===== config.mk =====
export PLATFORM = sky130hd
export DESIGN_NAME = cpu_if
export DESIGN_NICKNAME = d
export VERILOG_FILES = /design/src/verilog/rv_isa.sv /design/src/verilog/common.sv /design/src/verilog/cpu_if.sv
export VERILOG_INCLUDE_DIRS = /design/src /design/src/verilog
export SDC_FILE = /design/constraint.sdc
export NUM_CORES = 1
export LEC_CHECK = 0
export BUFFER_PORTS_ARGS = -buffer_cell sky130_fd_sc_hd__buf_2
export CAP_MARGIN = 20
export CORE_MARGIN = 10
export CORE_UTILIZATION = 36
export CTS_CLUSTER_DIAMETER = 30
export DETAILED_ROUTE_END_ITERATION = 10
export GPL_ROUTABILITY_DRIVEN = 0
export PLACE_DENSITY_LB_ADDON = 0.12
export SLEW_MARGIN = 25
export SYNTH_ARGS = -nofsm -noshare
export SYNTH_HDL_FRONTEND = slang
export SYNTH_SLANG_ARGS = --single-unit

===== constraint.sdc =====
create_clock -name clk_i -period 2.65 [get_ports clk_i]
set_clock_uncertainty 0.1 [all_clocks]
set_input_delay 0 -clock clk_i [delete_from_list [all_inputs] [get_ports clk_i]]
set_output_delay 0 -clock clk_i [all_outputs]
set_load 0.02 [all_outputs]

===== src/verilog/cpu_config.svh =====
`ifndef CPU_CONFIG_SVH
`define CPU_CONFIG_SVH

// machine word width in bits
`define CPU_XLEN 32

// first fetch address after reset
`define CPU_RESET_PC 32'h0000_0000

// instruction memory depth, in words
// must be a power of two, the index wraps at the top
`define CPU_IMEM_WORDS 256

`endif


===== src/verilog/rv_isa.sv =====
`include "cpu_config.svh"

// RV32I encoding: major opcodes, decode classes, instruction views
package rv_isa;

    // major opcodes, bits [6:0]
    typedef enum logic [6:0] {
        OPC_LUI    = 7'b0110111,
        OPC_AUIPC  = 7'b0010111,
        OPC_JAL    = 7'b1101111,
        OPC_JALR   = 7'b1100111,
        OPC_BRANCH = 7'b1100011,
        OPC_LOAD   = 7'b0000011,
        OPC_STORE  = 7'b0100011,
        OPC_OP_IMM = 7'b0010011,
        OPC_OP     = 7'b0110011
    } opcode_t;

    typedef enum logic [2:0] {
        CLS_ALU, CLS_ALU_IMM, CLS_LOAD, CLS_STORE,
        CLS_BRANCH, CLS_JUMP, CLS_UPPER, CLS_ILLEGAL
    } inst_class_t;

    // register layout, I-type immediate sits in funct7:rs2
    typedef struct packed {
        logic [6:0] funct7;
        logic [4:0] rs2;
        logic [4:0] rs1;
        logic [2:0] funct3;
        logic [4:0] rd;
        opcode_t    opcode;
    } rtype_t;

    // immediate layout, slices shared by the S, B, U and J formats
    typedef struct packed {
        logic       sign;      // bit 31 in every format
        logic [5:0] imm_30_25;
        logic [3:0] imm_24_21;
        logic       imm_20;    // J imm[11]
        logic [7:0] imm_19_12; // U/J only
        logic [3:0] imm_11_8;  // S imm[4:1], B imm[4:1]
        logic       imm_7;     // S imm[0], B imm[11]
        opcode_t    opcode;
    } imm_view_t;

    typedef union packed {
        rtype_t    r;
        imm_view_t m;
    } instr_u;

    function automatic logic [`CPU_XLEN-1:0] imm_i(instr_u in);
        return {{(`CPU_XLEN-12){in.r.funct7[6]}}, in.r.funct7, in.r.rs2};
    endfunction

    function automatic logic [`CPU_XLEN-1:0] imm_s(instr_u in);
        return {{(`CPU_XLEN-11){in.m.sign}}, in.m.imm_30_25, in.m.imm_11_8, in.m.imm_7};
    endfunction

    function automatic logic [`CPU_XLEN-1:0] imm_b(instr_u in);
        return {{(`CPU_XLEN-12){in.m.sign}}, in.m.imm_7, in.m.imm_30_25,
                in.m.imm_11_8, 1'b0};
    endfunction

    function automatic logic [`CPU_XLEN-1:0] imm_u(instr_u in);
        return {{(`CPU_XLEN-31){in.m.sign}}, in.m.imm_30_25, in.m.imm_24_21,
                in.m.imm_20, in.m.imm_19_12, 12'h000};
    endfunction

    function automatic logic [`CPU_XLEN-1:0] imm_j(instr_u in);
        return {{(`CPU_XLEN-20){in.m.sign}}, in.m.imm_19_12, in.m.imm_20,
                in.m.imm_30_25, in.m.imm_24_21, 1'b0};
    endfunction

endpackage


===== src/verilog/common.sv =====
`include "cpu_config.svh"

// machine words and the records passed between pipeline stages
package common;

    typedef logic [`CPU_XLEN-1:0] word_t;   // one machine word
    typedef logic [4:0]           reg_addr_t; // x0..x31

    // bubble marker, pc never reaches all ones in a real program
    localparam word_t NOP_PC = '1;
    localparam word_t NOP_IR = 32'h0000_0013; // addi x0, x0, 0

    // fetch -> decode
    typedef struct packed {
        word_t pc;   // address of ir
        word_t ir;   // raw instruction
    } if_out_t;

    // decode -> execute
    typedef struct packed {
        word_t               pc;
        rv_isa::inst_class_t iclass; // coarse class for the back end
        reg_addr_t           rd;     // raw fields, unused ones passed as-is
        reg_addr_t           rs1;
        reg_addr_t           rs2;
        word_t               imm;    // sign-extended, format picked by opcode
        logic                bubble; // slot carries no instruction
    } id_out_t;

endpackage


===== src/verilog/cpu_if.sv =====
`timescale 1ns/1ps
`include "cpu_config.svh"

// instruction fetch
// pc_q always names the word that imem_data_i carries this cycle
module cpu_if (
    input  wire logic          clk_i,
    input  wire logic          reset_i,
    input  wire logic          halt_i,

    output common::word_t      imem_addr_o,       // address for next cycle's data
    input  wire common::word_t imem_data_i,       // word at pc_q

    input  wire common::word_t jmp_addr_async_i,  // same-cycle redirect from decode
    input  wire logic          jmp_valid_async_i,
    input  wire logic          ready_async_i,     // downstream takes a word at the edge

    output common::if_out_t    if_o
);

    import common::*;

    word_t pc_q; // pc of the word arriving from memory
    word_t pc_d;

    // next pc, priority order matters
    always_comb begin
        if (reset_i) begin
            pc_d = `CPU_RESET_PC;
        end else if (halt_i) begin
            pc_d = pc_q;               // freeze
        end else if (jmp_valid_async_i) begin
            pc_d = jmp_addr_async_i;   // redirect wins over stall
        end else if (!ready_async_i) begin
            pc_d = pc_q;               // back-pressure
        end else begin
            pc_d = pc_q + word_t'(4);
        end
    end

    // memory read is registered, so ask for the next pc now
    assign imem_addr_o = pc_d;

    always_ff @(posedge clk_i) begin
        pc_q <= pc_d; // reset handled through pc_d
    end

    // fetch output register
    always_ff @(posedge clk_i) begin
        if (jmp_valid_async_i || reset_i) begin
            // kill the wrong-path word behind the jump
            if_o <= '{pc: NOP_PC, ir: NOP_IR};
        end else if (ready_async_i && !halt_i) begin
            if_o <= '{pc: pc_q, ir: imem_data_i};
        end
        // else hold for decode, a halted jal waits here
    end

endmodule


# == Word level (Yosys, flattened, before mapping) ==
# Cells that the tools add are included.
# classes
reduce_logical,3
div,0
mul,0
magnitude_cmp,0
n_eq_ne,0
bitwise_logic,0
shifts,0
add_sub_neg,1
mux,4
# ops
op,count
32-bit two-way mux,4
32-bit by 3-bit adder with 32-bit output (second input constant),1
1-bit logical AND,1
1-bit zero test,1
1-bit logical OR,1
# word_totals
mem_count,0
ram_bits,0
out_inout_bits,96
in_bits,69
reg_bits,96
mem_bits_ro,0
word_cells,11
latch_bits,0

# == Longest topological paths before layout ==
# depth
ltp_word,5
mapped_depth,8
ltp_nobuf,6

# == Worst setup path before layout ==
# OpenSTA, ideal clock, no wires.
# synth_path
path_kind,register -> register
from,reg pc_q[3]
to,reg pc_q[26]
slack_ns,0.229
arrival_time_ns,2.134
setup_time_ns,0.187
path_stages_with_launch,9
period_less_slack_ns,2.421
t_required_ns,2.363
n_path_buf,2
cell_sequence,dfxtp_1 ha_1 clkbuf_1 inv_1 nor4_2 and3_1 buf_2 a22oi_1 o32ai_1
# synth_between
elab_chain_len,5
# synth_rtl
element,line_no,text
from (decl),cpu_if.sv:23,word_t pc_q;
from (signal assigned),cpu_if.sv:45,pc_q <= pc_d;
32-bit by 3-bit adder with 32-bit output,cpu_if.sv:37,pc_d = pc_q + word_t'(4);
32-bit two-way mux,cpu_if.sv:34,end else if (!ready_async_i) begin
32-bit two-way mux,cpu_if.sv:32,end else if (jmp_valid_async_i) begin
32-bit two-way mux,cpu_if.sv:30,end else if (halt_i) begin
32-bit two-way mux,cpu_if.sv:28,if (reset_i) begin
net imem_addr_o[26],cpu_if.sv:11,"output common::word_t imem_addr_o,"
# The timed path passes the listed nets, and every way through them passes these cells.
# A chain may end at the register's enable or synchronous reset.

# == Worst setup path in the final report ==
# layout_path
from,reg pc_q[5]
to,out imem_addr_o[31]
# layout_between
elab_chain_len,5
# layout_rtl
element,line_no
32-bit by 3-bit adder with 32-bit output,cpu_if.sv:37
32-bit two-way mux,cpu_if.sv:34
32-bit two-way mux,cpu_if.sv:32
32-bit two-way mux,cpu_if.sv:30
32-bit two-way mux,cpu_if.sv:28
to (decl),cpu_if.sv:11
# No other way between the ends.

==> reports/metrics.yaml <==
run_status:
  outcome: "completed"
worst_setup_path:
  critPathSlowestCell: "dfxtp_1"
  crit_type: "reg2out"
  slowest_delay_ps: 450
  required_ps: 2550
  cp_max_fo: 6
  worstSetupStartpointType: "flip-flop"
  worstSetupEndpointType: "output pin"
  crit_chain: "nand4_4 > nor4_4 > buf_4 > nand3_2 > o211a_1 > a211o_1 > buf_2"
  worstPathArrival_ps: 2380
routing:
  drt-total-wl_um: 15300
  vias: 4563
  drt-initial-drc-count: 353
  drtPass1Iterations: 5
  route.antenna.remaining_nets: 0
  viasPerCell: 5.10
  post_drt_wl_per_cell_um: 17.1
  drc: 0
placement:
  dp_slack_ps: 392
  dpl.hpwl_um: 10600
  io_buffers: 164
sta:
  tns_ps: 0
  final-max-slew-violation-count: 0
  setup_viol: 0
  worst_slack_ps: 172
  relSlewSlack_pct: 61.1
  worst_pin_slew_ps: 583
  hold_viol_final: 0
  fmax_mhz: 404
  fin_crit_sh_pct: 93.5
  rsz0062_at_grt: "no"
  period_minus_slack_ps: 2480
pwr:
  p_leak_nw: 2.70
  power_density_nw_per_um2: 555
  ir_worst_vdd_v: 0.000274
  p_total_w: 0.00336
synth:
  synth_flop_cell: "dfxtp_1"
  synth.distinct_cells: 58
  postSynthAreaPerCell_um2: 7.68
  yosysTopAreaCell: "dfxtp_1"
  synth_nets: 616
  netlist.area_leader.share_pct: 45.8
  yosysMostFrequentCell: "nand2_1"
  ys_async_sr_fraction_pct: 0
  ys_seq_elements: 96
  muxShareOfSynthArea_pct: 0.955
  synth_adder_area_share_pct: 0.298
  yosys_warnings: 0
  syn_area_um2: 4190
  synth_top_family_by_area: "simple AND/OR/NAND/NOR gates"
  ys_seq_area_share_pct: 45.8
  synth.area.top_cells: "dfxtp_1, nand2_1, a21oi_1, nand3_1, clkbuf_1"
  synth_edf_count: 0
  synth_xor_area_share_pct: 0
  yosys-top-cells-count: "nand2_1, dfxtp_1, a21oi_1"
  synth_compound_area_share_pct: 18.2
  synth-simple-area-share_pct: 29.7
  syn_inst: 546
clock_network:
  htreeDepth: 3
  insertion_delay_ps: 340
  clkTransAtPathRegs_ps: 70
  root_buffer: "clkbuf_16"
  clkSinkCount: 96
  cts_tree: "yes"
  clockBufferDepth: 2
  cts_buffers: 9
grt:
  grt_max_degree: 46
  antenna_found_initial: 0
  grt_first_pass_wirelength_um: 24000
  grt-ovfl-total: 0
  grtUsageTotal_pct: 17.8
  grt_pass1_vias: 4591
floorplan:
  die_w_um: 128
  fp.dieArea_um2: 16400
  die_h_um: 128
  start_util_pct: 36.7
  core.rowCount: 39
  io_pins: 165
  fp.coreArea_um2: 11400
cells_and_area:
  fin_nets: 818
  antenna_cells: 0
  final_core_util_pct: 53.0
  area_growth_pct: 44.2
  layout-drive-gt1-share_pct: 28.1
flow_run:
  maxCapViolations: 0
hold_path:
  min-delay-path-class: "in2reg"
[per-layer routing]
metal | global-route usage (%) | wire length, µm | share of wire, %
met1 | 22.3 | 6870 | 45
met2 | 28.8 | 7140 | 47
met3 | 5.29 | 1040 | 6.8
met4 | 5.63 | 240 | 1.6
met5 | 0 | 0 | 0
[critical path: cells and delay by family, from the launching register on]
kind | cells | cell delay [ps]
and+or+nand+nor | 3 | 730
buffers and inverters | 2 | 350
AOI/OAI and AO/OA | 2 | 510
DFF | 1 | 450
[kinds of logic after synthesis]
| kind of cell | after synthesis |
|---|---|
| flip-flops | 96 |
| AND/OR/NAND/NOR | 271 |
| multiplexers | 4 |
| adder cells (fa/ha/maj) | 1 |
| AO/OA/AOI/OAI | 121 |
| buffers and inverters | 53 |
[flip-flops by register name, summed over array words and instances (netlist names)]
signal / cells
if_o: 64
pc_q: 32
[cell usage in the layout (no fill, tap or decap), drive strengths merged, types with 2 or more instances in the layout]
cell | Yosys | layout
and2 | 2 | 2
clkinv | 1 | 2
nor4 | 3 | 3
inv | 8 | 8
o21ai | 15 | 15
and4 | 4 | 4
o211a | 2 | 2
a32oi | 2 | 2
o32ai | 2 | 2
nor3b | 3 | 3
a211oi | 5 | 5
a21oi | 53 | 53
o21a | 4 | 4
o221a | 2 | 2
nand3 | 45 | 45
nand2 | 150 | 150
dfxtp | 96 | 96
buf | 7 | 181
and3 | 6 | 6
clkbuf | 37 | 12
nand4 | 14 | 14
dlygate4sd3 | 0 | 54
a22oi | 6 | 6
a31oi | 6 | 6
nor3 | 8 | 8
nor2 | 32 | 32
o22ai | 5 | 5
o211ai | 4 | 4
mux2i | 4 | 4
[final cells by class]
type	count	area [µm²]
Tap cell	143	179
Clock buffer	12	246
Multi-Input combinational cell	397	2110
Inverter	9	33.8
Sequential cell	96	1920
Timing Repair Buffer	235	1510
Clock inverter	3	42.5
Fill cell	1089	5370
[repair_timing]
item,in CTS,in global routing
hold buffers,54,0
setup endpoints to repair,0,10
setup buffers,0,3
endpoints found under the hold margin,52,0
gates resized for setup,0,8
[stage by stage]
stage	instances	hold WS, ps	area [µm²]
finish	895	8.22	6050
global route	895	27.4	6050
CTS	892	3.13	5990
detailed placement	823	117	5160
global placement	823	110	5160
floorplan	546	24.3	4190
[report_power, final]
group,switching [W],total (W),internal (W)
Combinational,0.000299,0.000510,0.000212
Clock,0.000544,0.00130,0.000752
Sequential,0.0000532,0.00155,0.00150
[path summary, 6_finish.rpt]
path,startpoint,to,slack [ps],depth (start not counted)
worst max register to register,pc_q[5]$_DFF_P_,pc_q[31]$_DFF_P_,570,6
worst min-delay path,jmp_addr_async_i[13],pc_q[13]$_DFF_P_,8,4
worst max-delay path,pc_q[5]$_DFF_P_,imem_addr_o[31],170,7
worst min register to register,if_o[22]$_SDFFE_PP0P_,if_o[22]$_SDFFE_PP0P_,350,2
Power figures use the tool's default switching activity.
