==> src/verilog/cpu_config.svh <==
`ifndef CPU_CONFIG_SVH
`define CPU_CONFIG_SVH

// machine word width in bits
`define CPU_XLEN 32

// first fetch address after reset
`define CPU_RESET_PC 32'h0000_0000

// instruction memory depth, in words
// must be a power of two, the index wraps at the top
`define CPU_IMEM_WORDS 256

`endif

==> src/verilog/rv_isa.sv <==
`include "cpu_config.svh"

// RV32I encoding: major opcodes, decode classes, instruction views
package rv_isa;

    // major opcodes, bits [6:0]
    typedef enum logic [6:0] {
        OPC_LUI    = 7'b0110111,
        OPC_AUIPC  = 7'b0010111,
        OPC_JAL    = 7'b1101111,
        OPC_JALR   = 7'b1100111,
        OPC_BRANCH = 7'b1100011,
        OPC_LOAD   = 7'b0000011,
        OPC_STORE  = 7'b0100011,
        OPC_OP_IMM = 7'b0010011,
        OPC_OP     = 7'b0110011
    } opcode_t;

    typedef enum logic [2:0] {
        CLS_ALU, CLS_ALU_IMM, CLS_LOAD, CLS_STORE,
        CLS_BRANCH, CLS_JUMP, CLS_UPPER, CLS_ILLEGAL
    } inst_class_t;

    // register layout, I-type immediate sits in funct7:rs2
    typedef struct packed {
        logic [6:0] funct7;
        logic [4:0] rs2;
        logic [4:0] rs1;
        logic [2:0] funct3;
        logic [4:0] rd;
        opcode_t    opcode;
    } rtype_t;

    // immediate layout, slices shared by the S, B, U and J formats
    typedef struct packed {
        logic       sign;      // bit 31 in every format
        logic [5:0] imm_30_25;
        logic [3:0] imm_24_21;
        logic       imm_20;    // J imm[11]
        logic [7:0] imm_19_12; // U/J only
        logic [3:0] imm_11_8;  // S imm[4:1], B imm[4:1]
        logic       imm_7;     // S imm[0], B imm[11]
        opcode_t    opcode;
    } imm_view_t;

    typedef union packed {
        rtype_t    r;
        imm_view_t m;
    } instr_u;

    function automatic logic [`CPU_XLEN-1:0] imm_i(instr_u in);
        return {{(`CPU_XLEN-12){in.r.funct7[6]}}, in.r.funct7, in.r.rs2};
    endfunction

    function automatic logic [`CPU_XLEN-1:0] imm_s(instr_u in);
        return {{(`CPU_XLEN-11){in.m.sign}}, in.m.imm_30_25, in.m.imm_11_8, in.m.imm_7};
    endfunction

    function automatic logic [`CPU_XLEN-1:0] imm_b(instr_u in);
        return {{(`CPU_XLEN-12){in.m.sign}}, in.m.imm_7, in.m.imm_30_25,
                in.m.imm_11_8, 1'b0};
    endfunction

    function automatic logic [`CPU_XLEN-1:0] imm_u(instr_u in);
        return {{(`CPU_XLEN-31){in.m.sign}}, in.m.imm_30_25, in.m.imm_24_21,
                in.m.imm_20, in.m.imm_19_12, 12'h000};
    endfunction

    function automatic logic [`CPU_XLEN-1:0] imm_j(instr_u in);
        return {{(`CPU_XLEN-20){in.m.sign}}, in.m.imm_19_12, in.m.imm_20,
                in.m.imm_30_25, in.m.imm_24_21, 1'b0};
    endfunction

endpackage

==> src/verilog/common.sv <==
`include "cpu_config.svh"

// machine words and the records passed between pipeline stages
package common;

    typedef logic [`CPU_XLEN-1:0] word_t;   // one machine word
    typedef logic [4:0]           reg_addr_t; // x0..x31

    // bubble marker, pc never reaches all ones in a real program
    localparam word_t NOP_PC = '1;
    localparam word_t NOP_IR = 32'h0000_0013; // addi x0, x0, 0

    // fetch -> decode
    typedef struct packed {
        word_t pc;   // address of ir
        word_t ir;   // raw instruction
    } if_out_t;

    // decode -> execute
    typedef struct packed {
        word_t               pc;
        rv_isa::inst_class_t iclass; // coarse class for the back end
        reg_addr_t           rd;     // raw fields, unused ones passed as-is
        reg_addr_t           rs1;
        reg_addr_t           rs2;
        word_t               imm;    // sign-extended, format picked by opcode
        logic                bubble; // slot carries no instruction
    } id_out_t;

endpackage

==> src/verilog/cpu_id.sv <==
`timescale 1ns/1ps

// instruction decode
// classifies, extracts fields, resolves jal straight back to fetch
module cpu_id (
    input  wire logic            clk_i,
    input  wire logic            reset_i,
    input  wire logic            halt_i,
    input  wire logic            ex_ready_i,  // advance enable

    input  wire common::if_out_t if_i,

    output logic                 jmp_valid_o, // combinational, same cycle as if_i
    output common::word_t        jmp_addr_o,

    output common::id_out_t      id_o,
    output logic                 id_valid_o
);

    import common::*;
    import rv_isa::*;

    // decoded form of NOP_IR in a bubble slot
    localparam id_out_t ID_NOP = '{
        pc:     NOP_PC,
        iclass: CLS_ALU_IMM,
        rd:     5'd0,
        rs1:    5'd0,
        rs2:    5'd0,
        imm:    '0,
        bubble: 1'b1
    };

    instr_u      ins;       // same word, r and m views
    opcode_t     opc;
    inst_class_t iclass;
    word_t       imm;
    word_t       j_off;     // kept apart so the target adder skips the imm mux
    logic        is_bubble;
    logic        is_jal;
    id_out_t     id_d;

    assign ins       = if_i.ir;
    assign opc       = ins.r.opcode;
    assign is_bubble = (if_i.pc == NOP_PC);

    // class and immediate format both follow the major opcode
    always_comb begin
        case (opc)
            OPC_OP:     begin iclass = CLS_ALU;     imm = '0;         end
            OPC_OP_IMM: begin iclass = CLS_ALU_IMM; imm = imm_i(ins); end
            OPC_LOAD:   begin iclass = CLS_LOAD;    imm = imm_i(ins); end
            OPC_STORE:  begin iclass = CLS_STORE;   imm = imm_s(ins); end
            OPC_BRANCH: begin iclass = CLS_BRANCH;  imm = imm_b(ins); end // not taken
            OPC_JAL:    begin iclass = CLS_JUMP;    imm = imm_j(ins); end
            OPC_JALR:   begin iclass = CLS_JUMP;    imm = imm_i(ins); end // left to ex
            OPC_LUI:    begin iclass = CLS_UPPER;   imm = imm_u(ins); end
            OPC_AUIPC:  begin iclass = CLS_UPPER;   imm = imm_u(ins); end
            default:    begin iclass = CLS_ILLEGAL; imm = '0;         end
        endcase
    end

    // jal resolved here
    // held back on halt or stall so the jal stays in if_o and retries
    assign is_jal      = (opc == OPC_JAL);
    assign j_off       = imm_j(ins);
    assign jmp_addr_o  = if_i.pc + j_off;
    assign jmp_valid_o = is_jal && ex_ready_i && !halt_i;

    always_comb begin
        id_d.pc     = if_i.pc;
        id_d.iclass = iclass;
        id_d.rd     = ins.r.rd;   // raw fields whatever the format
        id_d.rs1    = ins.r.rs1;
        id_d.rs2    = ins.r.rs2;
        id_d.imm    = imm;
        id_d.bubble = is_bubble;
    end

    // decode register, moves only when execute takes a word
    always_ff @(posedge clk_i) begin
        if (reset_i) begin
            id_o       <= ID_NOP;
            id_valid_o <= 1'b0;
        end else if (ex_ready_i) begin
            id_o       <= id_d;
            id_valid_o <= !is_bubble; // bubbles pass through as invalid
        end
    end

endmodule

==> config.mk <==
export PLATFORM = sky130hd
export DESIGN_NAME = cpu_id
export DESIGN_NICKNAME = d
export VERILOG_FILES = /design/src/verilog/rv_isa.sv /design/src/verilog/common.sv /design/src/verilog/cpu_id.sv
export VERILOG_INCLUDE_DIRS = /design/src /design/src/verilog
export SDC_FILE = /design/constraint.sdc
export NUM_CORES = 1
export LEC_CHECK = 0
export BUFFER_PORTS_ARGS = -buffer_cell sky130_fd_sc_hd__buf_2
export CAP_MARGIN = 20
export CORE_MARGIN = 10
export CORE_UTILIZATION = 45
export DETAILED_ROUTE_END_ITERATION = 12
export PLACE_DENSITY = 0.75
export SYNTH_ARGS = -nofsm -noshare
export SYNTH_HDL_FRONTEND = slang
export SYNTH_SLANG_ARGS = --single-unit
==> constraint.sdc <==
create_clock -name clk_i -period 3.8 [get_ports clk_i]
set_input_delay 0.38 -clock clk_i [delete_from_list [all_inputs] [get_ports clk_i]]
set_output_delay 0.38 -clock clk_i [all_outputs]
set_load 0.005 [all_outputs]
# Word level (Yosys, flattened, before mapping)
# Index checks and enable logic that the tools add are counted.
[word_totals]
regBits = 84
word_cells = 28
inputBits = 68
[op_classes]
eq_ne = 10
add_sub_neg = 1
n_mux = 2
n_reduce_logical = 7
[op_table]
columns = ["op", "count"]
rows = [
  ["$pmux W32 S5", 1],
  ["$add A32 B32 Y32", 1],
  ["$eq A32 B32 Y1 const B", 1],
  ["$eq A7 B6 Y1 const B", 3],
  ["$eq A7 B7 Y1 const B", 3],
  ["$pmux W3 S7", 1],
  ["$eq A7 B5 Y1 const B", 2],
  ["$eq A7 B2 Y1 const B", 1],
  ["$reduce_or A2 Y1", 2],
  ["$reduce_or A3 Y1", 1],
  ["$logic_and A1 B1 Y1", 2],
  ["$logic_not A1 Y1", 2],
]

# Longest topological paths before layout
[depth]
depth_word = 3
mapped_depth = 9
depth_no_buf = 9

# Least setup slack after synthesis
# Ideal clock, no wire load.
[synth_path]
path_type = "input to output"
start = "input port if_i[27] (netlist bit)"
end = "output port jmp_addr_o[31]"
required_ns = 3.420
path_buffers = 0
arrival_time_ns = 2.331
path_slack_ns = 1.089
path_stages = 8
cell_sequence = "ha_1 > a21o_1 > a221o_1 > o2111ai_2 > nand3_2 > or4_1 > a31oi_1 > xnor2_1"
[synth_between]
elab_chain_len = 1
[synth_rtl]
columns = ["item", "line_no", "text"]
rows = [
  ["start, declared", "cpu_id.sv:11", "input wire common::if_out_t if_i,"],
  ["$add A32 B32 Y32", "cpu_id.sv:67", "assign jmp_addr_o = if_i.pc + j_off;"],
  ["end, declared", "cpu_id.sv:14", "output common::word_t jmp_addr_o,"],
]
# Every way passes these cells.

# Worst setup path in the final report
# Same ends and word-level chain as after synthesis.

==> metrics <==
Synth async-reset ratio 0%; clock skew 0 ns; RSZ-0062 raised after global routing false; WP data arrival between 2 and 3 ns; top post-synthesis cells by area dfxtp_1 34%, ha_1 7.6%, a21oi_1 6.3%; Finished Layout Cells 900; vias in the first global route ~5000; Final period util between 80% and 90%; Cell Chain, Critical Path buf_2, ha_1, a21o_1, a221o_1, o2111ai_2, nand3_2, or4_1, a31oi_1, xnor2_1, buf_2; Post-Syn Nets 692; CTS tree done; Post-DP Area 5910 µm²; number of nets with antenna violations after detailed routing 0; PwrDens between 300 and 400 nW/µm²; Layout Utilization approximately 56%; vias 5159; Slew Viols, Final 0; CP top delay family compound AO/OA/AOI/OAI gates; post-synthesis xor/xnor area fraction 5.33%; slowest CP cell a221o_1; Area Overhead vs Synth 23.4%; GPL Wtd Cong approximately 0.94; largest area contributor in the netlist dfxtp_1; Synth Flop Type dfxtp_1; worst slack at placement 0.638 ns; Compound-Gate Fraction of Synth Area 26.3%; Worst-path clk slew roughly 0.08 ns; io pins 185; Filler cells 989; syn avg cell area ~8.3 µm²; setup TNS 0 ns; largest net degree at the start of global routing 64; WP data required between 3 and 4 ns; Mapped Cells 593; initial antenna violation count 0; CP startpoint kind input pin; Routed WL approximately 17000 µm; Final HPWL DP between 10000 and 15000 µm; slowest stage delay, CP between 0.4 and 0.5 ns; # DRC 0; starting density of the core between 40% and 50%; largest family of logic cells by synthesized area compound AO/OA/AOI/OAI gates; adder-cell share of the synthesized area ~8%; grt total ovfl 0; Final min period 3.18 ns; Pre-Repair DR Iteration Count 5; Netlist Area Pre-Place 4930 µm²; first-pass GRT wire length 27500 µm; Top cell by count, worst path buf_2; EDFF count, synth 0; clock net sink count 84; WP buf/inv 2; I/O Buffers roughly 180; Std-Cell Rows 38; Netlist cell types 62; layout cell share with drive strength beyond 1 28.2%; Final Setup Violations 0; post-synthesis simple-gate area fraction 19.8%; Die H 125 µm; setup bufs post-CTS 0; worst-margin pin slew ~0.66 ns; Crit. path cell count 10; Worst Setup End Kind output pin; Worst Reg-to-Reg Cells 2; cts bufs inserted 9; HP Class input pin to flip-flop; worst-skew pair later-pin latency 0.37 ns; final net count 854; CP Max Fanout 6; mux contribution to synthesized area 3.05%; max cap viols 0; CTS max path bufs 2; Pleak 2.78 nW; CTS Hold Bufs 0; Ys Warns 0; Hold Crit Depth 2; WS Path Type input pin to output pin; gr usage total a little over a fifth; post-route design area 6080 µm²; outcome complete, no violations; post-cts resize count 0; Seq cells post-synth 84; most common cell after layout, fill and taps aside buf_2; Sequential Area 1680 µm²; initial DRC count around 480; Final Hold Viols 0; Achievable Freq approximately 0.31 GHz; diode count 0; H-tree Lvls 3; Synth top area share between 30% and 40%; core footprint between 10000 and 15000 µm²; Die ar. between 15000 and 20000 µm²; routed len/inst around 19 µm; CTS root buf clkbuf_8; area taken by multi-input logic gates just over 3000 µm²; commonest non-fill, non-tap cells in the layout 183 x buf_2, 84 x dfxtp_1, 62 x a21oi_1; PnR worst setup slack 0.620 ns; Die X around 120 µm; Worst VDD drop 202 µV; vias per cell ~5.7; Seq/Total Area, Yosys approximately 34%; Max-Slew Margin vs Limit a little under three fifths; placed insts between 800 and 900
metrics by stage:
step | hold slack (ns) | total power (W)
5_1_grt | 0.241 | 0.00231
6_report | 0.246 | 0.00218
4_1_cts | 0.231 | 0.00219
2_1_floorplan | 0.447 | 0.00132
3_5_place_dp | 0.437 | 0.00160
3_3_place_gp | 0.434 | 0.00159
worst paths after layout:
path                                       startpoint               endpoint  slack, ns
worst max-delay path                         if_i[27]         jmp_addr_o[31]       0.62
worst min-delay path                         if_i[49]  id_o[68]$_SDFFE_PP1P_       0.25
worst max register to register  id_o[54]$_SDFFE_PP1P_  id_o[54]$_SDFFE_PP1P_       2.99
worst min register to register  id_o[29]$_SDFFE_PP0P_  id_o[29]$_SDFFE_PP0P_       0.45
state kept, by name, indices dropped and copies added (netlist names):
register / flops
id_o: 83
id_valid_o: 1
synthesized netlist by cell type (3+ instances only):
cell type and count:
dfxtp_1 84, a21oi_1 62, nand2_1 57, nor2_1 37
o21ai_0 37, nor2b_1 34, a211o_1 31, ha_1 30
clkbuf_1 26, nand3_1 19, xnor2_1 16, mux2i_1 15
xor2_1 14, nand4_1 13, a21o_1 12, nor3_1 10
a31oi_1 8, o21a_1 8, buf_1 6, inv_1 6
and3_1 5, nand2b_1 5, a221oi_1 4, and2_1 4
a311oi_1 3, nor4_1 3, o21bai_1 3
where the power goes:
part | internal [W] | switching [W]
logic | 0.000276 | 0.000366
registers | 0.000920 | 0.0000189
clock network | 0.000257 | 0.000342
total | 0.00145 | 0.000727
metal layers:
metal | vias up | wire length [µm] | GRT usage [%]
li1 | 2490 | - | -
met1 | 2434 | 7540 | 26.9
met2 | 220 | 7980 | 34.1
met3 | 15 | 1550 | 6.64
met4 | 0 | 170 | 5.69
met5 | - | 0 | 0
logic make-up (layout without fill, tap and decap cells):
logic type	Yosys count	count (layout)
mux	15	15
simple gates	197	197
compound gates	194	194
xor+xnor	30	30
fa+ha+maj	31	31
buf+inv	42	209
flops	84	84
worst register-to-register path, cell delays in order, from the launching register on:
cell     delay (ns)
dfxtp_1        0.33
nor2b_1        0.13
a211o_1        0.25
cell type report:
class	instances	share of cell area [%]
clock buffers	11	2.32
clock inverters	5	0.596
inverters	6	0.370
multi-input cells	467	50.6
flip-flops and latches	84	27.6
well taps	140	2.88
repair buffers	187	15.5
Note: power is estimated with default switching activity, not from simulation.
